===== config.mk =====
export PLATFORM = sky130hd
export DESIGN_NAME = axi_wr_master
export DESIGN_NICKNAME = d
export VERILOG_FILES = /design/src/logic/udp_cmd_pkg.sv /design/src/logic/axi_wr_master.sv
export SDC_FILE = /design/constraint.sdc
export NUM_CORES = 1
export LEC_CHECK = 0
export ABC_AREA = 1
export BUFFER_PORTS_ARGS = -buffer_cell sky130_fd_sc_hd__buf_2
export CAP_MARGIN = 10
export CORE_ASPECT_RATIO = 2
export CORE_MARGIN = 2
export CORE_UTILIZATION = 33
export DETAILED_ROUTE_END_ITERATION = 8
export GPL_TIMING_DRIVEN = 0
export PLACE_DENSITY = 0.65
export SLEW_MARGIN = 10
export SYNTH_ARGS = -nofsm -noshare
export SYNTH_HDL_FRONTEND = slang
export SYNTH_SLANG_ARGS = --single-unit

===== constraint.sdc =====
create_clock -name gmii_rx_clk -period 3.7 [get_ports gmii_rx_clk]
set_clock_uncertainty 0.05 [all_clocks]
set_input_delay 0 -clock gmii_rx_clk [delete_from_list [all_inputs] [get_ports gmii_rx_clk]]
set_output_delay 0 -clock gmii_rx_clk [all_outputs]
set_load 0.01 [all_outputs]

===== src/logic/udp_cmd_pkg.sv =====
package udp_cmd_pkg;

  // Data word on both the UDP and the AXI side
  typedef logic [31:0] word_t;

  // Word address carried in header word 1
  typedef logic [27:0] axi_addr_t;

  // Burst length minus one, 1 to 256 words
  typedef logic [7:0] burst_len_t;

  // Discarded packet counter
  typedef logic [15:0] drop_cnt_t;

  typedef enum logic {
    CMD_READ  = 1'b0,
    CMD_WRITE = 1'b1
  } cmd_op_e;

  // Header word 0 layout
  localparam int OP_BIT  = 31;
  localparam int LEN_LSB = 0;

  // Header word 1 layout
  localparam int ADDR_LSB = 0;

endpackage

===== src/logic/axi_wr_master.sv =====
module axi_wr_master
  import udp_cmd_pkg::*;
(
  input  logic       gmii_rx_clk,
  input  logic       rstn,
  input  logic       cmd_go,
  input  cmd_op_e    cmd_op,
  input  axi_addr_t  cmd_addr,
  input  burst_len_t cmd_len,
  output logic       pay_pop,
  input  word_t      pay_data,
  input  logic       pay_empty,
  output axi_addr_t  wr_addr,
  output burst_len_t wr_len,
  output logic       wr_addr_valid,
  input  logic       wr_addr_ready,
  output word_t      wr_data,
  output logic       wr_data_valid,
  output logic       wr_data_last,
  input  logic       wr_data_ready,
  input  logic       wr_back_valid,
  output logic       wr_done
);

  typedef enum logic [1:0] {
    IDLE,
    ADDR,
    DATA,
    RESP
  } state_e;

  state_e     state;
  burst_len_t beat_cnt;
  logic       from_fifo;
  logic       load;
  logic       start;

  assign start = (state == IDLE) && cmd_go && (cmd_op == CMD_WRITE);

  // Next beat is fetched on the address handshake and on every accepted beat
  assign load = ((state == ADDR) && wr_addr_valid && wr_addr_ready) ||
                ((state == DATA) && wr_data_valid && wr_data_ready && !wr_data_last);
  assign pay_pop = load && !pay_empty;

  // Missing payload goes out as zero
  assign wr_data = from_fifo ? pay_data : '0;

  always_ff @(posedge gmii_rx_clk) begin
    if (start) begin
      wr_addr <= cmd_addr;
      wr_len  <= cmd_len;
    end
  end

  always_ff @(posedge gmii_rx_clk or negedge rstn) begin
    if (!rstn) begin
      state         <= IDLE;
      wr_addr_valid <= 1'b0;
      wr_data_valid <= 1'b0;
      wr_data_last  <= 1'b0;
      beat_cnt      <= '0;
      from_fifo     <= 1'b0;
      wr_done       <= 1'b0;
    end else begin
      wr_done <= 1'b0;
      if (load) begin
        wr_data_valid <= 1'b1;
        from_fifo     <= !pay_empty;
        wr_data_last  <= (beat_cnt == wr_len);
        beat_cnt      <= beat_cnt + 1'b1;
      end
      case (state)
        IDLE: begin
          if (start) begin
            wr_addr_valid <= 1'b1;
            beat_cnt      <= '0;
            state         <= ADDR;
          end
        end
        ADDR: begin
          if (wr_addr_ready) begin
            wr_addr_valid <= 1'b0;
            state         <= DATA;
          end
        end
        DATA: begin
          if (wr_data_valid && wr_data_ready && wr_data_last) begin
            wr_data_valid <= 1'b0;
            wr_data_last  <= 1'b0;
            state         <= RESP;
          end
        end
        RESP: begin
          if (wr_back_valid) begin
            wr_done <= 1'b1;
            state   <= IDLE;
          end
        end
        default: state <= IDLE;
      endcase
    end
  end

endmodule


==> run metrics <==
die height=about 120 um; worst hold path startpoint=wr_data_ready; Overflow after GRT=0; Critical Path RT=slightly below 4000 ps; Reg clk slew, reported paths=60 ps; Starting Density=33.5%; FF-to-FF path depth=6; max-slew violation count=0; die width=approximately 63 um; H-tree depth=2; first-pass GRT wire length=9.24 mm; total wire length=between 5 and 6 mm; Arr. time, crit path=between 2000 and 2500 ps; status=completed; Post-Synthesis Cell Area=around 0.0023 mm2; Rows=43; via count=2,118; met1 WL=about 2.1 mm; reg-to-reg endpoint=wr_addr_valid; syn_area_per_cell=approximately 10 um2; Final WS setup=roughly 1700 ps; drt wl/cell=around 11 um; Placement Cell Area=0.00314 mm2; vias in the first global route=roughly 2.1k; Hold Path End=wr_data_last; Final Setup Violations=0; setup TNS=0 ps; final hold vios=0; Highest Signal Layer=met4; Hold WC Path Type=in2reg; DP Worst Slack=approximately 1700 ps; endpoint type of the worst setup path=flop; DRT iter0 DRCs=just over 80; routed vias/inst=4.11; area grow syn2layout=61.0%; ant diodes=0; Worst Path Max Fanout=39; maximum VDD drop=0.361 mV; Placed Cells=467; die area=around 0.0076 mm2; worst slew pin tran=approximately 810 ps; Antenna Nets Post-Route=0; Total Nets Final=a little over 500; CTS tree=done; leakage power=roughly 0.002 uW; reg2reg start=state[1]; core area=a little under 0.007 mm2; wire length on met3=around 660 um; non-filler cells in the finished layout=approximately 520; CP Launch Type=flop; max-cap violation count=0; clk buf depth=2; Finished Cell Area=0.00368 mm2; fmax=approximately 500 MHz; Yosys reg bits=51; min cycle time layout=2000 ps; Worst slew margin=between 40% and 50%; antenna violations before repair=0; share of post-route cells with drive strength above 1=about 39%; Pre-antenna DRT Iters=4; syn nets=310; drc violations=0; HPWL after detailed placement=about 3.8 mm; Worst-Skew Late Latency=a little under 300 ps; CTS root buffer=clkbuf_16; total CTS buffers=5; IO Pins=149; RSZ-0062 raised after global routing=false; All-Layer GR Usage=around 15%; pin count of the biggest net entering global routing=40; Min Hold Slack=roughly 47 ps; sequential fraction of the synthesis area=a little under two thirds; port buffer count=148; R2R Setup Slk=between 1500 and 2000 ps; met2 wire length=about 2.7 mm; Netlist cell types=24; WHS Path Cells=4; Synth warnings=0; PD cells=513 mW/mm2; RD Place Congestion=0.740; WS Path Type=reg2reg; part of the cycle the worst path needs=roughly 54%; Mapped Cells=229; CTS Sinks=just over 50
## worst max-delay path by stage
stage / from / to / slack, ps / cells after the start
2_1_floorplan: state[0] / wr_addr[0] / 1700 / 4
6_report: state[1] / wr_addr_valid / 1700 / 6
5_1_grt: state[0] / wr_addr_valid / 1480 / 6
3_3_place_gp: state[0] / wr_addr[21] / 1230 / 4
3_5_place_dp: state[1] / wr_addr_valid / 1680 / 6
4_1_cts: state[1] / wr_addr[26] / 1670 / 4
## worst max-delay path: stages (launching register included)
cell	delay, ps
dfrtp_1	400
inv_1	100
ha_1	210
nand3_2	180
inv_2	640
a21oi_1	130
a31oi_1	200
## layout by cell type, fill, tap and decap left out, types with 2 or more instances in the layout
master and instances:
clkbuf_1 4, nand3_2 3, clkbuf_16 5, nand4_1 2, nor2_1 8, dfrtp_1 15
o21ai_0 8, ha_1 5, buf_2 149, nand2_1 65, a21oi_1 8, xnor2_1 5
edfxtp_1 36, nand3_1 5, inv_1 54, dlygate4sd3_1 40
## cell families (layout without fill, tap and decap cells)
family	count (synthesis)	after routing	share of synthesized area (%)
AO/OA/AOI/OAI	19	19	4.43
XOR/XNOR	5	5	1.92
adder cells (fa/ha/maj)	5	5	2.74
buffers and inverters	60	256	10.2
flip-flops	51	51	63.7
AND/OR/NAND/NOR	89	89	17.0
## sequential cells by signal, indices dropped and copies added (netlist names)
signal         cells
wr_addr           28
beat_cnt           8
wr_len             8
state              2
from_fifo          1
wr_addr_valid      1
wr_data_last       1
wr_data_valid      1
wr_done            1
## where the power goes
group | switching (uW) | internal (uW) | total [uW]
Sequential | 61.5 | 717 | 779
Clock | 199 | 250 | 448
Combinational | 386 | 276 | 662
Total | 646 | 1240 | 1890
## per-layer routing
metal / vias to the layer above / track usage, %
met5: - / 0
met4: 0 / 5.83
met3: 5 / 7.48
met2: 98 / 26.5
met1: 921 / 16.3
li1: 1094 / -
## synth_stat cells
cell type / instances / share of area [%]
a21oi_1: 8 / 1.8
a31oi_1: 1 / 0.27
buf_2: 1 / 0.22
buf_6: 1 / 0.49
clkbuf_1: 3 / 0.49
dfrtp_1: 15 / 16
edfxtp_1: 36 / 47
ha_1: 5 / 2.7
inv_1: 55 / 9.0
nand2_1: 65 / 11
nand2_2: 1 / 0.27
nand2_4: 1 / 0.49
nand3_1: 5 / 1.1
nand3_2: 3 / 1.3
nand4_1: 2 / 0.55
nor2_1: 8 / 1.3
nor2_2: 1 / 0.27
nor2_4: 1 / 0.49
nor3_1: 1 / 0.22
o21ai_0: 8 / 1.8
o21ai_2: 1 / 0.38
o22ai_1: 1 / 0.27
or2_1: 1 / 0.27
xnor2_1: 5 / 1.9
## final cells by class
cell class              instances  area, um2
repair buffers                188       1140
fillers                       612       3150
flip-flops and latches         51       1460
clock inverters                 2       12.5
clock buffers                   6        129
well taps                      90        113
plain buffers                   5       27.5
multi-input cells             118        596
inverters                      55        206
## stage by stage
step                      util [%]  power (uW)
after floorplan                  -        1180
after global placement        45.9        1420
after detailed placement      45.9        1430
after CTS                     53.9        1910
after global routing          53.9        2040
final                         53.9        1890
## what timing repair did
item,CTS,global route
endpoints found under the hold margin,55,0
resized for setup,0,0
setup buffers,0,0
hold buffers,40,0
No activity file was read; power rests on OpenSTA's default activity.
