==> src/logic/udp_cmd_pkg.sv <==
package udp_cmd_pkg;

  // Data word on both the UDP and the AXI side
  typedef logic [31:0] word_t;

  // Word address carried in header word 1
  typedef logic [27:0] axi_addr_t;

  // Burst length minus one, 1 to 256 words
  typedef logic [7:0] burst_len_t;

  // Discarded packet counter
  typedef logic [15:0] drop_cnt_t;

  typedef enum logic {
    CMD_READ  = 1'b0,
    CMD_WRITE = 1'b1
  } cmd_op_e;

  // Header word 0 layout
  localparam int OP_BIT  = 31;
  localparam int LEN_LSB = 0;

  // Header word 1 layout
  localparam int ADDR_LSB = 0;

endpackage
==> src/logic/udp_cmd_parser.sv <==
module udp_cmd_parser
  import udp_cmd_pkg::*;
(
  input  logic       gmii_rx_clk,
  input  logic       rstn,
  input  logic       rec_en,
  input  logic       rec_pkt_done,
  input  word_t      udp_rx_data,
  input  logic       busy,
  output logic       cmd_go,
  output cmd_op_e    cmd_op,
  output axi_addr_t  cmd_addr,
  output burst_len_t cmd_len,
  output logic       pay_push,
  output word_t      pay_data,
  output drop_cnt_t  drop_cnt
);

  typedef enum logic [1:0] {
    IDLE,
    HDR1,
    PAYLOAD,
    DROP
  } state_e;

  state_e     state;
  logic [8:0] pay_cnt;
  logic       hdr0_take;
  logic       hdr1_take;

  // A command that is about to start counts as busy too
  assign hdr0_take = (state == IDLE) && rec_en && !busy && !cmd_go;
  assign hdr1_take = (state == HDR1) && rec_en;

  // Words past the burst length are dropped here
  assign pay_push = (state == PAYLOAD) && rec_en && (cmd_op == CMD_WRITE) &&
                    (pay_cnt <= {1'b0, cmd_len});
  assign pay_data = udp_rx_data;

  always_ff @(posedge gmii_rx_clk) begin
    if (hdr0_take) begin
      cmd_op  <= cmd_op_e'(udp_rx_data[OP_BIT]);
      cmd_len <= udp_rx_data[LEN_LSB +: $bits(burst_len_t)];
    end
    if (hdr1_take) begin
      cmd_addr <= udp_rx_data[ADDR_LSB +: $bits(axi_addr_t)];
    end
  end

  always_ff @(posedge gmii_rx_clk or negedge rstn) begin
    if (!rstn) begin
      state    <= IDLE;
      pay_cnt  <= '0;
      cmd_go   <= 1'b0;
      drop_cnt <= '0;
    end else begin
      cmd_go <= 1'b0;
      case (state)
        IDLE: begin
          pay_cnt <= '0;
          if (rec_en) begin
            state <= hdr0_take ? HDR1 : DROP;
          end
        end
        HDR1: begin
          // Packet too short to be a command
          if (rec_pkt_done) begin
            state <= IDLE;
          end else if (rec_en) begin
            state <= PAYLOAD;
          end
        end
        PAYLOAD: begin
          if (pay_push) begin
            pay_cnt <= pay_cnt + 1'b1;
          end
          if (rec_pkt_done) begin
            cmd_go <= 1'b1;
            state  <= IDLE;
          end
        end
        DROP: begin
          if (rec_pkt_done) begin
            drop_cnt <= drop_cnt + 1'b1;
            state    <= IDLE;
          end
        end
        default: state <= IDLE;
      endcase
    end
  end

endmodule

==> config.mk <==
export PLATFORM = sky130hd
export DESIGN_NAME = udp_cmd_parser
export DESIGN_NICKNAME = d
export VERILOG_FILES = /design/src/logic/udp_cmd_pkg.sv /design/src/logic/udp_cmd_parser.sv
export SDC_FILE = /design/constraint.sdc
export NUM_CORES = 1
export LEC_CHECK = 0
export ABC_AREA = 1
export BUFFER_PORTS_ARGS = -buffer_cell sky130_fd_sc_hd__buf_2
export CAP_MARGIN = 25
export CORE_MARGIN = 2
export CORE_UTILIZATION = 49
export DETAILED_ROUTE_END_ITERATION = 10
export PLACE_DENSITY_LB_ADDON = 0.12
export SLEW_MARGIN = 40
export SYNTH_ARGS = -nofsm -noshare
export SYNTH_HDL_FRONTEND = slang
export SYNTH_SLANG_ARGS = --single-unit
==> constraint.sdc <==
create_clock -name gmii_rx_clk -period 4 [get_ports gmii_rx_clk]
set_input_delay 0.8 -clock gmii_rx_clk [delete_from_list [all_inputs] [get_ports gmii_rx_clk]]
set_output_delay 0.8 -clock gmii_rx_clk [all_outputs]
set_load 0.02 [all_outputs]
==> results.py <==
metrics = {
    "outcome": {
        "outcome": "finished clean",
    },
    "detailed_routing": {
        "drcViolationCount": 0,
        "ant_nets": 0,
        "vias": 2307,
        "wirelength_um": 6408,
        "wl_per_cell_um": 13.32,
        "first_pass_iters": 4,
        "drtIter0Drc": 115,
        "vias_per_cell": 4.796,
    },
    "setup_path": {
        "critical_path_class": "reg2out",
        "cp-end-kind": "primary output",
        "crit_fanout": 11,
        "cp-start-kind": "register",
        "cpLargestDelayFamily": "simple AND/OR/NAND/NOR gates",
        "cp.arrival_ns": 2.16,
        "crit_buf_inv": 2,
        "cp_cell_sequence": "ha_1, nand2_1, nor2_1, nand3_1, nand3_1, nand2_1, nand2_1, inv_2, buf_2",
        "cp_slowest_cell": "dfrtp_1",
        "cp.required_ns": 3.20,
        "cpMostUsedCell": "nand2_1",
        "critPathMaxStageDelay_ns": 0.46,
    },
    "synthesis": {
        "synth_top_family_by_area": "simple AND/OR/NAND/NOR gates",
        "syn_area_um2": 3149,
        "synthTopCellsByCount": "nand2_1, edfxtp_1, buf_4",
        "synth-adder-area-share_pct": 3.973,
        "syn_avg_cell_area_um2": 10.29,
        "synthMuxAreaShare_pct": 0,
        "synth-compound-area-share_pct": 3.337,
        "synthXorXnorAreaFrac_pct": 4.172,
        "synth_ff_type": "edfxtp_1",
        "yosysWarnings": 0,
        "synth.ff_latch_count": 65,
        "async_flop_share_pct": 43.08,
        "netlist_instances": 306,
        "synth_most_common_cell": "nand2_1",
        "synth-seq-area-share_pct": 57.53,
        "synth_top_area_share_pct": 35.28,
        "synth-edff-count": 37,
        "syn-num-nets": 353,
        "synthTopCellsByArea": "edfxtp_1, dfrtp_1, buf_4, nand2_1, ha_1",
        "synthSimpleGateAreaFrac_pct": 18.55,
        "synth.distinct_cells": 30,
        "yosysTopAreaCell": "edfxtp_1",
    },
    "clock_tree": {
        "clockRootBuffer": "clkbuf_8",
        "cts_max_level": 3,
        "cts_buffers": 9,
        "postCtsSetupRepairBufs": 0,
        "ctsResizeCount": 0,
        "cts_tree": "yes",
        "cts_hold_buf": 0,
        "cts.sinks": 65,
        "clkTransAtPathRegs_ns": 0.07,
        "ctsLongestPathBuffers": 2,
        "clk_latency_ns": 0.34,
    },
    "placement": {
        "port_buffers": 117,
        "gp_congestion": 0.8116,
        "placed_cells": 465,
        "dp_hpwl_um": 4710,
    },
    "power_and_ir_drop": {
        "pwr-share-seq_pct": 45.1,
        "p_leak_nw": 1.858,
        "power_density_nw_per_um2": 520.2,
        "p_clk_share_pct": 30.6,
        "power.net_switching_mw": 0.6663,
        "intPower_mw": 1.305,
        "power_frac_comb_pct": 24.3,
        "power.share.switching_pct": 33.79,
        "vdd_drop_max_uv": 303.5,
    },
    "timing": {
        "slew_headroom_pct": 58.22,
        "drv_slew": 0,
        "tns_ns": 0,
        "final_hold_viol_count": 0,
        "worst_pin_slew_ns": 0.6267,
        "grt_setup_unrepaired": "false",
        "fin_crit_sh_pct": 74.11,
        "max_freq_ghz": 0.3373,
        "clock-skew-final_ns": 0.008498,
        "finalSetupViolations": 0,
        "layout_min_cycle_time_ns": 2.965,
    },
    "floorplanning": {
        "die_h_um": 84.17,
        "design.core.area_um2": 6277,
        "io_pins": 124,
        "die_w_um": 84.17,
        "rows": 29,
        "start_util_pct": 50.17,
        "dieArea_um2": 7085,
    },
    "finish": {
        "areaGrowthSynthToFinish_pct": 20.34,
        "instances_no_fill": 481,
        "n_antenna_cell": 0,
        "nFillCells": 564,
        "final_nets": 446,
        "drive_above_1_share_pct": 35.89,
        "multi_input_area_um2": 953.4,
        "layout.area.seq_um2": 1812,
    },
    "grt": {
        "grt_pass1_wl_um": 10230,
        "grt_pass1_vias": 2180,
        "grt_max_degree": 29,
        "track_usage_pct": 18.62,
        "antenna_found_initial": 0,
        "gr-total-overflow": 0,
    },
    "run": {
        "maxCapViolations": 0,
    },
    "min_path": {
        "hold_class": "in2async",
    },
}
==> kinds of logic (layout without fill, tap and decap cells) <==
kind of cell / after synthesis / count (layout)
compound gates: 20 / 20
xor+xnor: 15 / 15
fa+ha+maj: 10 / 10
buf+inv: 69 / 167
flops: 65 / 65
simple gates: 127 / 127
==> per-stage QoR <==
stage | setup WS (ns) | power, mW | hold WS, ns | instance area (µm²) | utilization [%]
2_1_floorplan | 0.7659 | 1.242 | 0.5044 | 3149 | -
3_3_place_gp | 1.543 | 1.375 | 0.4935 | 3576 | 56.97
3_5_place_dp | 1.462 | 1.383 | 0.5068 | 3576 | 56.97
4_1_cts | 1.029 | 1.990 | 0.4991 | 3787 | 60.33
5_1_grt | 0.8227 | 2.075 | 0.5106 | 3790 | 60.37
6_report | 1.035 | 1.972 | 0.4759 | 3790 | 60.37
==> registers in the layout, indices dropped and copies added (netlist names) <==
| register | flops |
|---|---|
| cmd_op | 1 |
| cmd_go | 1 |
| state | 2 |
| drop_cnt | 16 |
| cmd_len | 8 |
| pay_cnt | 9 |
| cmd_addr | 28 |
==> cells in the final DEF, fill, tap and decap left out, types with 9 or more instances in the layout <==
cell type  synthesis  routed
a21oi_1            9       9
buf_2              1     117
clkbuf_8           0       9
dfrtp_1           28      28
edfxtp_1          37      37
ha_1              10      10
inv_1             32      32
nand2_1           59      59
nand3_1           22      22
nor2_1            25      24
==> power by group through the flow <==
stage          clock (mW)  combinational (mW)  sequential [mW]
2_1_floorplan           0               0.261            0.981
6_report            0.604               0.479            0.889
3_5_place_dp            0               0.480            0.904
5_1_grt             0.643               0.528            0.903
4_1_cts             0.617               0.483            0.890
3_3_place_gp            0               0.474            0.901
==> path summary, 6_finish.rpt <==
path / end / slack, ns / cells past startpoint / start
setup / recovery: pay_push / 1.04 / 9 / pay_cnt[4]$_DFFE_PN0P_
hold / removal: pay_cnt[6]$_DFFE_PN0P_ / 0.48 / 1 / rstn
setup reg to reg: pay_cnt[2]$_DFFE_PN0P_ / 1.84 / 10 / pay_cnt[4]$_DFFE_PN0P_
hold reg to reg: drop_cnt[14]$_DFFE_PN0P_ / 0.51 / 2 / drop_cnt[14]$_DFFE_PN0P_
max in group asynchronous: drop_cnt[14]$_DFFE_PN0P_ / 3.11 / 1 / rstn
min in group gmii_rx_clk: drop_cnt[14]$_DFFE_PN0P_ / 0.51 / 2 / drop_cnt[14]$_DFFE_PN0P_
==> cell type report <==
cell class / count / area share, %
flip-flops and latches: 65 / 47.80
well taps: 77 / 2.542
multi-input cells: 172 / 25.16
repair buffers: 118 / 15.65
clock inverters: 5 / 2.113
clock buffers: 11 / 3.466
inverters: 33 / 3.268
==> metal layers <==
metal	wire length [µm]	GRT usage (%)	share of wire (%)
met1	2633	22.85	41
met2	3279	30.52	51
met3	374	4.916	5.8
met4	121	9.238	1.9
met5	0	0	0
(Power assumes the default switching activity.)
